**src/rtl/rv_exec_macros.svh**
```systemverilog
// Word and register widths plus RV32I opcode and funct encodings; include where decode needs them
`ifndef RV_EXEC_MACROS_SVH
`define RV_EXEC_MACROS_SVH

// --------------------
// Widths
`define RV_XLEN            32
`define RV_REG_AW          5

// --------------------
// Major opcodes
`define RV_OP_IMM          7'b0010011
`define RV_OP_REG          7'b0110011
`define RV_OP_LUI          7'b0110111
`define RV_OP_AUIPC        7'b0010111
`define RV_OP_BRANCH       7'b1100011
`define RV_OP_JAL          7'b1101111
`define RV_OP_JALR         7'b1100111

// --------------------
// funct3 for arithmetic, logic and shifts
`define RV_F3_ADD          3'b000
`define RV_F3_SLL          3'b001
`define RV_F3_SLT          3'b010
`define RV_F3_SLTU         3'b011
`define RV_F3_XOR          3'b100
`define RV_F3_SR           3'b101
`define RV_F3_OR           3'b110
`define RV_F3_AND          3'b111

// funct3 for conditional branches
`define RV_F3_BEQ          3'b000
`define RV_F3_BNE          3'b001
`define RV_F3_BLT          3'b100
`define RV_F3_BGE          3'b101
`define RV_F3_BLTU         3'b110
`define RV_F3_BGEU         3'b111

// funct7 variants
`define RV_F7_BASE         7'b0000000
`define RV_F7_ALT          7'b0100000

`endif

```
**src/rtl/rv_exec_pkg.sv**
```systemverilog
// Shared types of the execution slice; imported by stages, interfaces and the top level
`default_nettype none

`include "rv_exec_macros.svh"

package rv_exec_pkg;

    typedef logic [`RV_XLEN-1:0]   word_t;
    typedef logic [`RV_REG_AW-1:0] reg_addr_t;

    // --------------------
    // Operation encodings
    typedef enum logic [3:0] {
        ALU_NOP, ALU_ADD, ALU_SUB, ALU_SLL, ALU_SRL, ALU_SRA, ALU_XOR, ALU_OR, ALU_AND
    } alu_op_e;

    typedef enum logic [2:0] {
        CMP_NOP, CMP_EQ, CMP_NE, CMP_LT, CMP_LTU, CMP_GE, CMP_GEU
    } cmp_op_e;

    typedef enum logic [1:0] {
        WB_ALU, WB_CMP, WB_LINK, WB_IMM
    } wb_sel_e;

    typedef enum logic [1:0] {
        JMP_NONE, JMP_BRANCH, JMP_JUMP
    } jump_kind_e;

    // --------------------
    // Stage payloads
    typedef struct packed {
        word_t pc;
        word_t insn;
        word_t ra_data;                 // rs1 value from register file
        word_t rb_data;                 // rs2 value from register file
    } in_pl_t;

    typedef struct packed {
        alu_op_e    alu_op;
        word_t      alu_a;
        word_t      alu_b;
        cmp_op_e    cmp_op;
        word_t      cmp_a;
        word_t      cmp_b;
        word_t      pc;
        word_t      imm;
        wb_sel_e    wb_sel;
        jump_kind_e jump_kind;
        reg_addr_t  rd;
        logic       rd_we;
        logic       illegal;
    } dec_pl_t;

    typedef struct packed {
        word_t      alu_res;
        logic       cmp_res;
        word_t      pc;
        word_t      imm;
        wb_sel_e    wb_sel;
        jump_kind_e jump_kind;
        reg_addr_t  rd;
        logic       rd_we;
        logic       illegal;
    } exe_pl_t;

    typedef struct packed {
        logic      rd_we;
        reg_addr_t rd;
        word_t     rd_data;
        logic      jump;
        word_t     target;
        logic      illegal;
    } res_pl_t;

endpackage

`default_nettype wire

```
**src/rtl/rv_exec_if.sv**
```systemverilog
// Stage-to-stage buses of the slice; src side drives valid and data, dst side drives ready
`timescale 1ns/1ns
`default_nettype none

interface dec_bus_if import rv_exec_pkg::*; ();
    logic       valid;
    logic       ready;
    alu_op_e    alu_op;
    word_t      alu_a;
    word_t      alu_b;
    cmp_op_e    cmp_op;
    word_t      cmp_a;
    word_t      cmp_b;
    word_t      pc;
    word_t      imm;
    wb_sel_e    wb_sel;
    jump_kind_e jump_kind;
    reg_addr_t  rd;
    logic       rd_we;
    logic       illegal;

    modport src (output valid, alu_op, alu_a, alu_b, cmp_op, cmp_a, cmp_b, pc, imm,
                 wb_sel, jump_kind, rd, rd_we, illegal, input ready);
    modport dst (input valid, alu_op, alu_a, alu_b, cmp_op, cmp_a, cmp_b, pc, imm,
                 wb_sel, jump_kind, rd, rd_we, illegal, output ready);
endinterface

interface exe_bus_if import rv_exec_pkg::*; ();
    logic       valid;
    logic       ready;
    word_t      alu_res;
    logic       cmp_res;
    word_t      pc;
    word_t      imm;
    wb_sel_e    wb_sel;
    jump_kind_e jump_kind;
    reg_addr_t  rd;
    logic       rd_we;
    logic       illegal;

    modport src (output valid, alu_res, cmp_res, pc, imm, wb_sel, jump_kind, rd, rd_we,
                 illegal, input ready);
    modport dst (input valid, alu_res, cmp_res, pc, imm, wb_sel, jump_kind, rd, rd_we,
                 illegal, output ready);
endinterface

`default_nettype wire

```
**src/rtl/rv_decode.sv**
```systemverilog
// Decode stage: splits the instruction, builds immediates and picks ALU/CMP work for execute
`timescale 1ns/1ns
`default_nettype none

`include "rv_exec_macros.svh"

module rv_decode import rv_exec_pkg::*; (
    input  wire logic clk_i,
    input  wire logic reset_i,
    input  wire logic in_valid_i,
    output logic      in_ready_o,
    input  in_pl_t    in_pl_i,
    dec_bus_if.src    dec_o
);

    // --------------------
    // Instruction fields
    logic [6:0] opcode;
    logic [2:0] funct3;
    logic [6:0] funct7;
    reg_addr_t  rd;
    logic       f7_base;
    logic       f7_alt;

    assign opcode  = in_pl_i.insn[6:0];
    assign rd      = in_pl_i.insn[11:7];
    assign funct3  = in_pl_i.insn[14:12];
    assign funct7  = in_pl_i.insn[31:25];
    assign f7_base = (funct7 == `RV_F7_BASE);
    assign f7_alt  = (funct7 == `RV_F7_ALT);

    // --------------------
    // Immediates
    word_t imm_i;
    word_t imm_sh;
    word_t imm_u;
    word_t imm_b;
    word_t imm_j;

    assign imm_i  = {{20{in_pl_i.insn[31]}}, in_pl_i.insn[31:20]};
    assign imm_sh = {27'b0, in_pl_i.insn[24:20]};     // Shift amount only
    assign imm_u  = {in_pl_i.insn[31:12], 12'b0};
    assign imm_b  = {{20{in_pl_i.insn[31]}}, in_pl_i.insn[7], in_pl_i.insn[30:25],
                     in_pl_i.insn[11:8], 1'b0};
    assign imm_j  = {{12{in_pl_i.insn[31]}}, in_pl_i.insn[19:12], in_pl_i.insn[20],
                     in_pl_i.insn[30:21], 1'b0};

    // --------------------
    // Operation decode
    dec_pl_t dec_d;
    dec_pl_t dec_q;

    always_comb begin
        dec_d.alu_op    = ALU_NOP;
        dec_d.alu_a     = in_pl_i.ra_data;
        dec_d.alu_b     = in_pl_i.rb_data;
        dec_d.cmp_op    = CMP_NOP;
        dec_d.cmp_a     = in_pl_i.ra_data;
        dec_d.cmp_b     = in_pl_i.rb_data;
        dec_d.pc        = in_pl_i.pc;
        dec_d.imm       = imm_i;
        dec_d.wb_sel    = WB_ALU;
        dec_d.jump_kind = JMP_NONE;
        dec_d.rd        = rd;
        dec_d.rd_we     = 1'b1;
        dec_d.illegal   = 1'b0;

        case (opcode)
            `RV_OP_IMM: begin
                dec_d.alu_b = imm_i;
                case (funct3)
                    `RV_F3_ADD: dec_d.alu_op = ALU_ADD;
                    `RV_F3_SLL: begin
                        dec_d.alu_op  = ALU_SLL;
                        dec_d.alu_b   = imm_sh;
                        dec_d.illegal = !f7_base;
                    end
                    `RV_F3_SLT: begin
                        dec_d.cmp_op = CMP_LT;
                        dec_d.cmp_b  = imm_i;
                        dec_d.wb_sel = WB_CMP;
                    end
                    `RV_F3_SLTU: begin
                        dec_d.cmp_op = CMP_LTU;
                        dec_d.cmp_b  = imm_i;         // Sign-extended, then unsigned compare
                        dec_d.wb_sel = WB_CMP;
                    end
                    `RV_F3_XOR: dec_d.alu_op = ALU_XOR;
                    `RV_F3_SR: begin
                        dec_d.alu_op  = f7_alt ? ALU_SRA : ALU_SRL;
                        dec_d.alu_b   = imm_sh;
                        dec_d.illegal = !(f7_base || f7_alt);
                    end
                    `RV_F3_OR:  dec_d.alu_op = ALU_OR;
                    default:    dec_d.alu_op = ALU_AND;
                endcase
            end
            `RV_OP_REG: begin
                // Only ADD/SUB and SRL/SRA have an alternate funct7
                dec_d.illegal = !(f7_base ||
                                  (f7_alt && (funct3 == `RV_F3_ADD || funct3 == `RV_F3_SR)));
                case (funct3)
                    `RV_F3_ADD: dec_d.alu_op = f7_alt ? ALU_SUB : ALU_ADD;
                    `RV_F3_SLL: dec_d.alu_op = ALU_SLL;
                    `RV_F3_SLT: begin
                        dec_d.cmp_op = CMP_LT;
                        dec_d.wb_sel = WB_CMP;
                    end
                    `RV_F3_SLTU: begin
                        dec_d.cmp_op = CMP_LTU;
                        dec_d.wb_sel = WB_CMP;
                    end
                    `RV_F3_XOR: dec_d.alu_op = ALU_XOR;
                    `RV_F3_SR:  dec_d.alu_op = f7_alt ? ALU_SRA : ALU_SRL;
                    `RV_F3_OR:  dec_d.alu_op = ALU_OR;
                    default:    dec_d.alu_op = ALU_AND;
                endcase
            end
            `RV_OP_LUI: begin
                dec_d.imm    = imm_u;
                dec_d.wb_sel = WB_IMM;
            end
            `RV_OP_AUIPC: begin
                dec_d.alu_op = ALU_ADD;
                dec_d.alu_a  = in_pl_i.pc;
                dec_d.alu_b  = imm_u;
                dec_d.imm    = imm_u;
            end
            `RV_OP_JAL: begin
                dec_d.alu_op    = ALU_ADD;
                dec_d.alu_a     = in_pl_i.pc;
                dec_d.alu_b     = imm_j;
                dec_d.imm       = imm_j;
                dec_d.wb_sel    = WB_LINK;
                dec_d.jump_kind = JMP_JUMP;
            end
            `RV_OP_JALR: begin
                dec_d.alu_op    = ALU_ADD;            // Bit 0 of the sum dropped in result
                dec_d.alu_b     = imm_i;
                dec_d.wb_sel    = WB_LINK;
                dec_d.jump_kind = JMP_JUMP;
                dec_d.illegal   = (funct3 != 3'b000);
            end
            `RV_OP_BRANCH: begin
                dec_d.alu_op    = ALU_ADD;            // Target PC + B immediate
                dec_d.alu_a     = in_pl_i.pc;
                dec_d.alu_b     = imm_b;
                dec_d.imm       = imm_b;
                dec_d.rd_we     = 1'b0;
                dec_d.jump_kind = JMP_BRANCH;
                case (funct3)
                    `RV_F3_BEQ:  dec_d.cmp_op = CMP_EQ;
                    `RV_F3_BNE:  dec_d.cmp_op = CMP_NE;
                    `RV_F3_BLT:  dec_d.cmp_op = CMP_LT;
                    `RV_F3_BGE:  dec_d.cmp_op = CMP_GE;
                    `RV_F3_BLTU: dec_d.cmp_op = CMP_LTU;
                    `RV_F3_BGEU: dec_d.cmp_op = CMP_GEU;
                    default:     dec_d.illegal = 1'b1;
                endcase
            end
            default: dec_d.illegal = 1'b1;           // Loads, stores and unknown opcodes
        endcase

        if (dec_d.illegal) begin
            dec_d.rd_we     = 1'b0;
            dec_d.jump_kind = JMP_NONE;
        end
        if (rd == '0) begin
            dec_d.rd_we = 1'b0;                       // x0 is never written
        end
    end

    rv_pipe_reg #(.payload_t(dec_pl_t)) u_dec_reg (
        .clk_i     (clk_i),
        .reset_i   (reset_i),
        .valid_i   (in_valid_i),
        .payload_i (dec_d),
        .ready_o   (in_ready_o),
        .valid_o   (dec_o.valid),
        .payload_o (dec_q),
        .ready_i   (dec_o.ready)
    );

    assign dec_o.alu_op    = dec_q.alu_op;
    assign dec_o.alu_a     = dec_q.alu_a;
    assign dec_o.alu_b     = dec_q.alu_b;
    assign dec_o.cmp_op    = dec_q.cmp_op;
    assign dec_o.cmp_a     = dec_q.cmp_a;
    assign dec_o.cmp_b     = dec_q.cmp_b;
    assign dec_o.pc        = dec_q.pc;
    assign dec_o.imm       = dec_q.imm;
    assign dec_o.wb_sel    = dec_q.wb_sel;
    assign dec_o.jump_kind = dec_q.jump_kind;
    assign dec_o.rd        = dec_q.rd;
    assign dec_o.rd_we     = dec_q.rd_we;
    assign dec_o.illegal   = dec_q.illegal;

endmodule

`default_nettype wire

```
**src/rtl/rv_exec_top.sv**
```systemverilog
// Top level of the RV32I execution slice; plain handshake ports around decode, execute, result
`timescale 1ns/1ns
`default_nettype none

module rv_exec_top import rv_exec_pkg::*; (
    input  wire logic clk_i,
    input  wire logic reset_i,
    input  wire logic in_valid_i,
    output logic      in_ready_o,
    input  word_t     pc_i,
    input  word_t     insn_i,
    input  word_t     ra_data_i,
    input  word_t     rb_data_i,
    output logic      out_valid_o,
    input  wire logic out_ready_i,
    output logic      rd_we_o,
    output reg_addr_t rd_addr_o,
    output word_t     rd_data_o,
    output logic      jump_o,
    output word_t     target_o,
    output logic      illegal_o
);

    in_pl_t  in_pl;
    res_pl_t res;

    dec_bus_if dec_bus ();
    exe_bus_if exe_bus ();

    assign in_pl = '{pc: pc_i, insn: insn_i, ra_data: ra_data_i, rb_data: rb_data_i};

    rv_decode u_decode (
        .clk_i      (clk_i),
        .reset_i    (reset_i),
        .in_valid_i (in_valid_i),
        .in_ready_o (in_ready_o),
        .in_pl_i    (in_pl),
        .dec_o      (dec_bus.src)
    );

    rv_execute u_execute (
        .clk_i   (clk_i),
        .reset_i (reset_i),
        .dec_i   (dec_bus.dst),
        .exe_o   (exe_bus.src)
    );

    rv_result u_result (
        .clk_i       (clk_i),
        .reset_i     (reset_i),
        .exe_i       (exe_bus.dst),
        .out_valid_o (out_valid_o),
        .out_ready_i (out_ready_i),
        .res_o       (res)
    );

    assign rd_we_o   = res.rd_we;
    assign rd_addr_o = res.rd;
    assign rd_data_o = res.rd_data;
    assign jump_o    = res.jump;
    assign target_o  = res.target;
    assign illegal_o = res.illegal;

endmodule

`default_nettype wire

```
**src/rtl/rv_execute.sv**
```systemverilog
// Execute stage: ALU and comparator on the decoded operands, result registered toward write-back
`timescale 1ns/1ns
`default_nettype none

module rv_execute import rv_exec_pkg::*; (
    input  wire logic clk_i,
    input  wire logic reset_i,
    dec_bus_if.dst    dec_i,
    exe_bus_if.src    exe_o
);

    logic [4:0] shamt;
    exe_pl_t    exe_d;
    exe_pl_t    exe_q;

    assign shamt = dec_i.alu_b[4:0];

    // --------------------
    // ALU
    always_comb begin
        case (dec_i.alu_op)
            ALU_ADD: exe_d.alu_res = dec_i.alu_a + dec_i.alu_b;
            ALU_SUB: exe_d.alu_res = dec_i.alu_a - dec_i.alu_b;
            ALU_SLL: exe_d.alu_res = dec_i.alu_a << shamt;
            ALU_SRL: exe_d.alu_res = dec_i.alu_a >> shamt;
            ALU_SRA: exe_d.alu_res = word_t'($signed(dec_i.alu_a) >>> shamt);
            ALU_XOR: exe_d.alu_res = dec_i.alu_a ^ dec_i.alu_b;
            ALU_OR:  exe_d.alu_res = dec_i.alu_a | dec_i.alu_b;
            ALU_AND: exe_d.alu_res = dec_i.alu_a & dec_i.alu_b;
            default: exe_d.alu_res = '0;
        endcase
    end

    // --------------------
    // Comparator
    always_comb begin
        case (dec_i.cmp_op)
            CMP_EQ:  exe_d.cmp_res = (dec_i.cmp_a == dec_i.cmp_b);
            CMP_NE:  exe_d.cmp_res = (dec_i.cmp_a != dec_i.cmp_b);
            CMP_LT:  exe_d.cmp_res = ($signed(dec_i.cmp_a) < $signed(dec_i.cmp_b));
            CMP_LTU: exe_d.cmp_res = (dec_i.cmp_a < dec_i.cmp_b);
            CMP_GE:  exe_d.cmp_res = ($signed(dec_i.cmp_a) >= $signed(dec_i.cmp_b));
            CMP_GEU: exe_d.cmp_res = (dec_i.cmp_a >= dec_i.cmp_b);
            default: exe_d.cmp_res = 1'b0;
        endcase
    end

    // Fields carried to write-back untouched
    assign exe_d.pc        = dec_i.pc;
    assign exe_d.imm       = dec_i.imm;
    assign exe_d.wb_sel    = dec_i.wb_sel;
    assign exe_d.jump_kind = dec_i.jump_kind;
    assign exe_d.rd        = dec_i.rd;
    assign exe_d.rd_we     = dec_i.rd_we;
    assign exe_d.illegal   = dec_i.illegal;

    rv_pipe_reg #(.payload_t(exe_pl_t)) u_exe_reg (
        .clk_i     (clk_i),
        .reset_i   (reset_i),
        .valid_i   (dec_i.valid),
        .payload_i (exe_d),
        .ready_o   (dec_i.ready),
        .valid_o   (exe_o.valid),
        .payload_o (exe_q),
        .ready_i   (exe_o.ready)
    );

    assign exe_o.alu_res   = exe_q.alu_res;
    assign exe_o.cmp_res   = exe_q.cmp_res;
    assign exe_o.pc        = exe_q.pc;
    assign exe_o.imm       = exe_q.imm;
    assign exe_o.wb_sel    = exe_q.wb_sel;
    assign exe_o.jump_kind = exe_q.jump_kind;
    assign exe_o.rd        = exe_q.rd;
    assign exe_o.rd_we     = exe_q.rd_we;
    assign exe_o.illegal   = exe_q.illegal;

endmodule

`default_nettype wire

```
**src/rtl/rv_pipe_reg.sv**
```systemverilog
// One-entry valid/ready register closing each pipeline stage; payload type set per instance
`timescale 1ns/1ns
`default_nettype none

module rv_pipe_reg #(
    parameter type payload_t = logic
) (
    input  wire logic clk_i,
    input  wire logic reset_i,
    input  wire logic valid_i,
    input  payload_t  payload_i,
    output logic      ready_o,
    output logic      valid_o,
    output payload_t  payload_o,
    input  wire logic ready_i
);

    logic     valid_q;
    payload_t payload_q;

    // Empty slot, or the held item leaves this cycle
    assign ready_o = !valid_q || ready_i;

    always_ff @(posedge clk_i) begin
        if (reset_i) begin
            valid_q <= 1'b0;
        end else if (ready_o) begin
            valid_q <= valid_i;
        end
    end

    always_ff @(posedge clk_i) begin
        if (valid_i && ready_o) begin
            payload_q <= payload_i;     // Capture on transfer only
        end
    end

    assign valid_o   = valid_q;
    assign payload_o = payload_q;

endmodule

`default_nettype wire

```
**src/rtl/rv_result.sv**
```systemverilog
// Result stage: picks the register write-back value and forms the redirect, then registers it
`timescale 1ns/1ns
`default_nettype none

module rv_result import rv_exec_pkg::*; (
    input  wire logic clk_i,
    input  wire logic reset_i,
    exe_bus_if.dst    exe_i,
    output logic      out_valid_o,
    input  wire logic out_ready_i,
    output res_pl_t   res_o
);

    word_t   link;
    res_pl_t res_d;

    assign link = exe_i.pc + word_t'(4);         // Return address

    always_comb begin
        res_d.rd_we   = exe_i.rd_we;
        res_d.rd      = exe_i.rd;
        res_d.illegal = exe_i.illegal;

        case (exe_i.wb_sel)
            WB_ALU:  res_d.rd_data = exe_i.alu_res;
            WB_CMP:  res_d.rd_data = word_t'(exe_i.cmp_res);
            WB_LINK: res_d.rd_data = link;
            default: res_d.rd_data = exe_i.imm;
        endcase

        res_d.jump   = (exe_i.jump_kind == JMP_JUMP) ||
                       (exe_i.jump_kind == JMP_BRANCH && exe_i.cmp_res);
        res_d.target = exe_i.alu_res;
        if (exe_i.jump_kind == JMP_JUMP) begin
            res_d.target[0] = 1'b0;                   // JALR clears bit 0, JAL is even already
        end
    end

    rv_pipe_reg #(.payload_t(res_pl_t)) u_res_reg (
        .clk_i     (clk_i),
        .reset_i   (reset_i),
        .valid_i   (exe_i.valid),
        .payload_i (res_d),
        .ready_o   (exe_i.ready),
        .valid_o   (out_valid_o),
        .payload_o (res_o),
        .ready_i   (out_ready_i)
    );

endmodule

`default_nettype wire
```
**config.mk**
```make
export PLATFORM = sky130hd
export DESIGN_NAME = rv_exec_top
export DESIGN_NICKNAME = d
export VERILOG_FILES = /design/src/rtl/rv_exec_pkg.sv /design/src/rtl/rv_exec_if.sv /design/src/rtl/rv_decode.sv /design/src/rtl/rv_exec_top.sv /design/src/rtl/rv_execute.sv /design/src/rtl/rv_pipe_reg.sv /design/src/rtl/rv_result.sv
export VERILOG_INCLUDE_DIRS = /design/src /design/src/rtl
export SDC_FILE = /design/constraint.sdc
export NUM_CORES = 1
export LEC_CHECK = 0
export BUFFER_PORTS_ARGS = -buffer_cell sky130_fd_sc_hd__buf_4
export CAP_MARGIN = 20
export CELL_PAD_IN_SITES_DETAIL_PLACEMENT = 1
export CELL_PAD_IN_SITES_GLOBAL_PLACEMENT = 1
export CORE_MARGIN = 1.5
export CORE_UTILIZATION = 53
export DETAILED_ROUTE_END_ITERATION = 7
export PLACE_DENSITY = 0.89
export SYNTH_ARGS = -nofsm -noshare
export SYNTH_HDL_FRONTEND = slang
export SYNTH_HIERARCHICAL = 1
export SYNTH_SLANG_ARGS = --single-unit
```
**constraint.sdc**
```tcl
create_clock -name clk_i -period 7.65 [get_ports clk_i]
set_input_delay 0.3825 -clock clk_i [delete_from_list [all_inputs] [get_ports clk_i]]
set_output_delay 0.3825 -clock clk_i [all_outputs]
set_load 0.02 [all_outputs]
```
==> results.txt <==
Max-slew violation count: 0
Sequential fraction of the synthesis area: 49.60%
Hold Crit Class: in2reg
Root buf cell: clkbuf_16
Crit path setup slack, layout: 1.959 ns
Failing checks: hold timing
Nets@finish: 2583
I/O Pins: 206
Setup-failing EPs final: 0
Total leakage power: 10.74 nW
Setup TNS: 0 ns
Vias in the first global route: 21896
FF+latch count, synth: 393
CTS tree: done
Die H: 214.6 um
Max-slew headroom: 4.016%
Synthesized Nets: 2370
Total power: 5.853 mW
Worst Tran Pin Value: 1.434 ns
Max clock buf depth: 3
RR Endpoint: u_execute/u_exe_reg/payload_o[105]
Detail Route Antenna Nets: 0
CP Max Fanout: 36
Total number of H-tree levels: 2
Die Span X: 214.6 um
Unrepaired setup endpoints after global routing: false
Cell family with the largest share of critical-path delay: compound AO/OA/AOI/OAI gates
Worst Hold Path Cells: 1
Starting Density: 53.67%
Pre-CTS WS: 2.307 ns
Vias/cell: 7.445
Area Overhead vs Synth: 16.38%
CTS resizes: 0
Row count: 77
Biggest area consumer among synthesized cells: edfxtp_1
Synth top area share: 49.34%
Critical path's slowest cell: a311oi_1
Max Clock Skew: 0.04673 ns
Share of cells above drive strength 1: 18.45%
TritonCTS buffer count: 42
Clk slew on worst S/H paths: 0.07 ns
VDD IR max: 0.2560 mV
R2R depth: 16
Crit path time final: 5.691 ns
Most used flip-flop cell after synthesis: edfxtp_1
IO Port Bufs: 205
Clk Latency, worst-skew pair: 0.61 ns
Hold path startpoint: ra_data_i[10]
Syn Inst Count: 2106
Crit Path Category: reg2reg
Layout Utilization: 62.47%
Post-CTS Setup Inserts: 0
Largest net degree at the start of global routing: 182
Outcome: finished, violations left
EDFF count, synth: 390
Synth cell count leaders: 390 x edfxtp_1, 164 x nor2_1, 151 x o21ai_0, 131 x ha_1, 122 x nand2_1
CORE AREA: 44220 um^2
PwrDens: 211.9 nW/um^2
Post-DP HPWL: 72.50 mm
Final GP Congestion: 0.9887
F_max: 175.7 MHz
Post-synth ARST share: 0%
Worst Path Required: 7.93 ns
Clock sink count: 393
Aggregate global-route resource usage: 47.07%
Post-Synthesis Cell Area: 23730 um^2
Hold EP: u_decode/u_dec_reg/payload_o[117]
Mean post-synth cell area: 11.27 um^2
Period Utilization, post-route: 74.39%
Yosys cell types: 94
Layout fillers: 4422
Die Footprint: 46060 um^2
Worst r2r src: u_decode/u_dec_reg/payload_o[145]
Worst reg-to-reg setup slack: 1.96 ns
CP Capture Type: register
DRC Markers: 0
Synth area leaders: edfxtp_1 49%, ha_1 6.9%, o21ai_0 3.2%, mux4_2 3.1%, nor2_1 2.6%
Final WL: 111.4 mm
First-pass GRT wire length: 156.9 mm
Critical Path Max Stage Delay: 0.64 ns
Most frequent cell after synthesis: edfxtp_1
Synthesis warning total: 6
Final Hold Vio Count: 1
Antenna violations before repair: 8
CP Cell Sequence: buf_4, or4_4, or4_4, or3_4, o41ai_1, xnor2_1, ha_1, and3_1, nand2_1, a2111o_1, a311oi_1, a31oi_1, nand2_1, a21oi_1, xnor2_1, o21ai_0
Number of DRC markers in iteration 0: 3601
Hold_ws: -0.002998 ns
Max-capacitance violation count: 0
WP data arrival: 5.97 ns
WL per Instance: 37.85 um
Vias after detailed routing: 21910
WP buf/inv: 1
Startpoint types: register
Drt pass-1 iters: 6
GRT overflow: 0
## repair_timing
item	4_1_cts	5_1_grt
setup endpoints to repair	0	0
hold endpoints to repair	51	7
hold buffers	49	7
## state kept, by name (all words and copies together) (netlist names)
name	count
u_execute/u_exe_reg/payload_o	108
u_decode/u_dec_reg/valid_o	1
u_execute/u_exe_reg/valid_o	1
u_result/u_res_reg/valid_o	1
u_result/u_res_reg/payload_o	72
u_decode/u_dec_reg/payload_o	210
## power by group
group          switching (mW)  total, mW  internal, mW
logic                   0.704       1.10         0.392
clock network           0.972       2.11          1.14
registers               0.136       2.64          2.51
## cell usage in the layout, fill, tap and decap left out, drive strengths merged, types with 24 or more instances in the layout
master / count
mux4: 33
edfxtp: 390
ha: 131
a21oi: 107
o211ai: 29
nor2: 165
nor3: 40
nand4: 28
dlygate4sd3: 56
xnor2: 58
mux2i: 47
inv: 117
o21ai: 166
a22oi: 46
buf: 238
nand2b: 24
clkbuf: 49
nand3: 39
nand2: 122
mux2: 53
a21o: 60
## metal layers
metal / part of all wire, % / wire [um] / track usage [%]
met5: 0.059 / 66 / 1.146
met4: 9.3 / 10400 / 34.74
met3: 12 / 13150 / 11.93
met2: 45 / 49680 / 73.17
met1: 34 / 38090 / 56.79
## layout make-up
class / instances / area (um^2) / share of cell area [%]
diodes: 4 / 10.01 / 0.03624
clock inverters: 24 / 220.2 / 0.7972
flip-flops and latches: 393 / 11770 / 42.61
repair buffers: 295 / 2364 / 8.556
well taps: 592 / 740.7 / 2.682
multi-input cells: 1470 / 11000 / 39.84
clock buffers: 48 / 1074 / 3.886
inverters: 117 / 439.2 / 1.590
## worst max-delay path by stage
stage,slack (ns),depth (start not counted),end,start
after floorplan,3.18,18,u_execute/u_exe_reg/payload_o[98],u_decode/u_dec_reg/payload_o[142]
after global placement,2.26,14,u_execute/u_exe_reg/payload_o[107],u_decode/u_dec_reg/payload_o[145]
after detailed placement,2.31,16,u_execute/u_exe_reg/payload_o[105],u_decode/u_dec_reg/payload_o[145]
after CTS,2.20,16,u_execute/u_exe_reg/payload_o[105],u_decode/u_dec_reg/payload_o[145]
after global routing,1.83,16,u_execute/u_exe_reg/payload_o[101],u_decode/u_dec_reg/payload_o[145]
final,1.96,16,u_execute/u_exe_reg/payload_o[105],u_decode/u_dec_reg/payload_o[145]
## cell families after synthesis
| kind of cell | count (synthesis) | share of synthesized area (%) |
|---|---|---|
| buf+inv | 243 | 4.117 |
| fa+ha+maj | 132 | 6.990 |
| flops | 393 | 49.60 |
| xor+xnor | 81 | 3.021 |
| mux | 133 | 8.155 |
| compound gates | 596 | 16.72 |
| simple gates | 528 | 11.40 |
## per-stage QoR
stage | area [um^2] | std cells
after global placement | 25740 | 2808
final | 27620 | 2943
after global routing | 27610 | 2939
after detailed placement | 25740 | 2809
after CTS | 27530 | 2930
after floorplan | 23730 | 2106
Note: power is estimated with default switching activity, not from simulation.
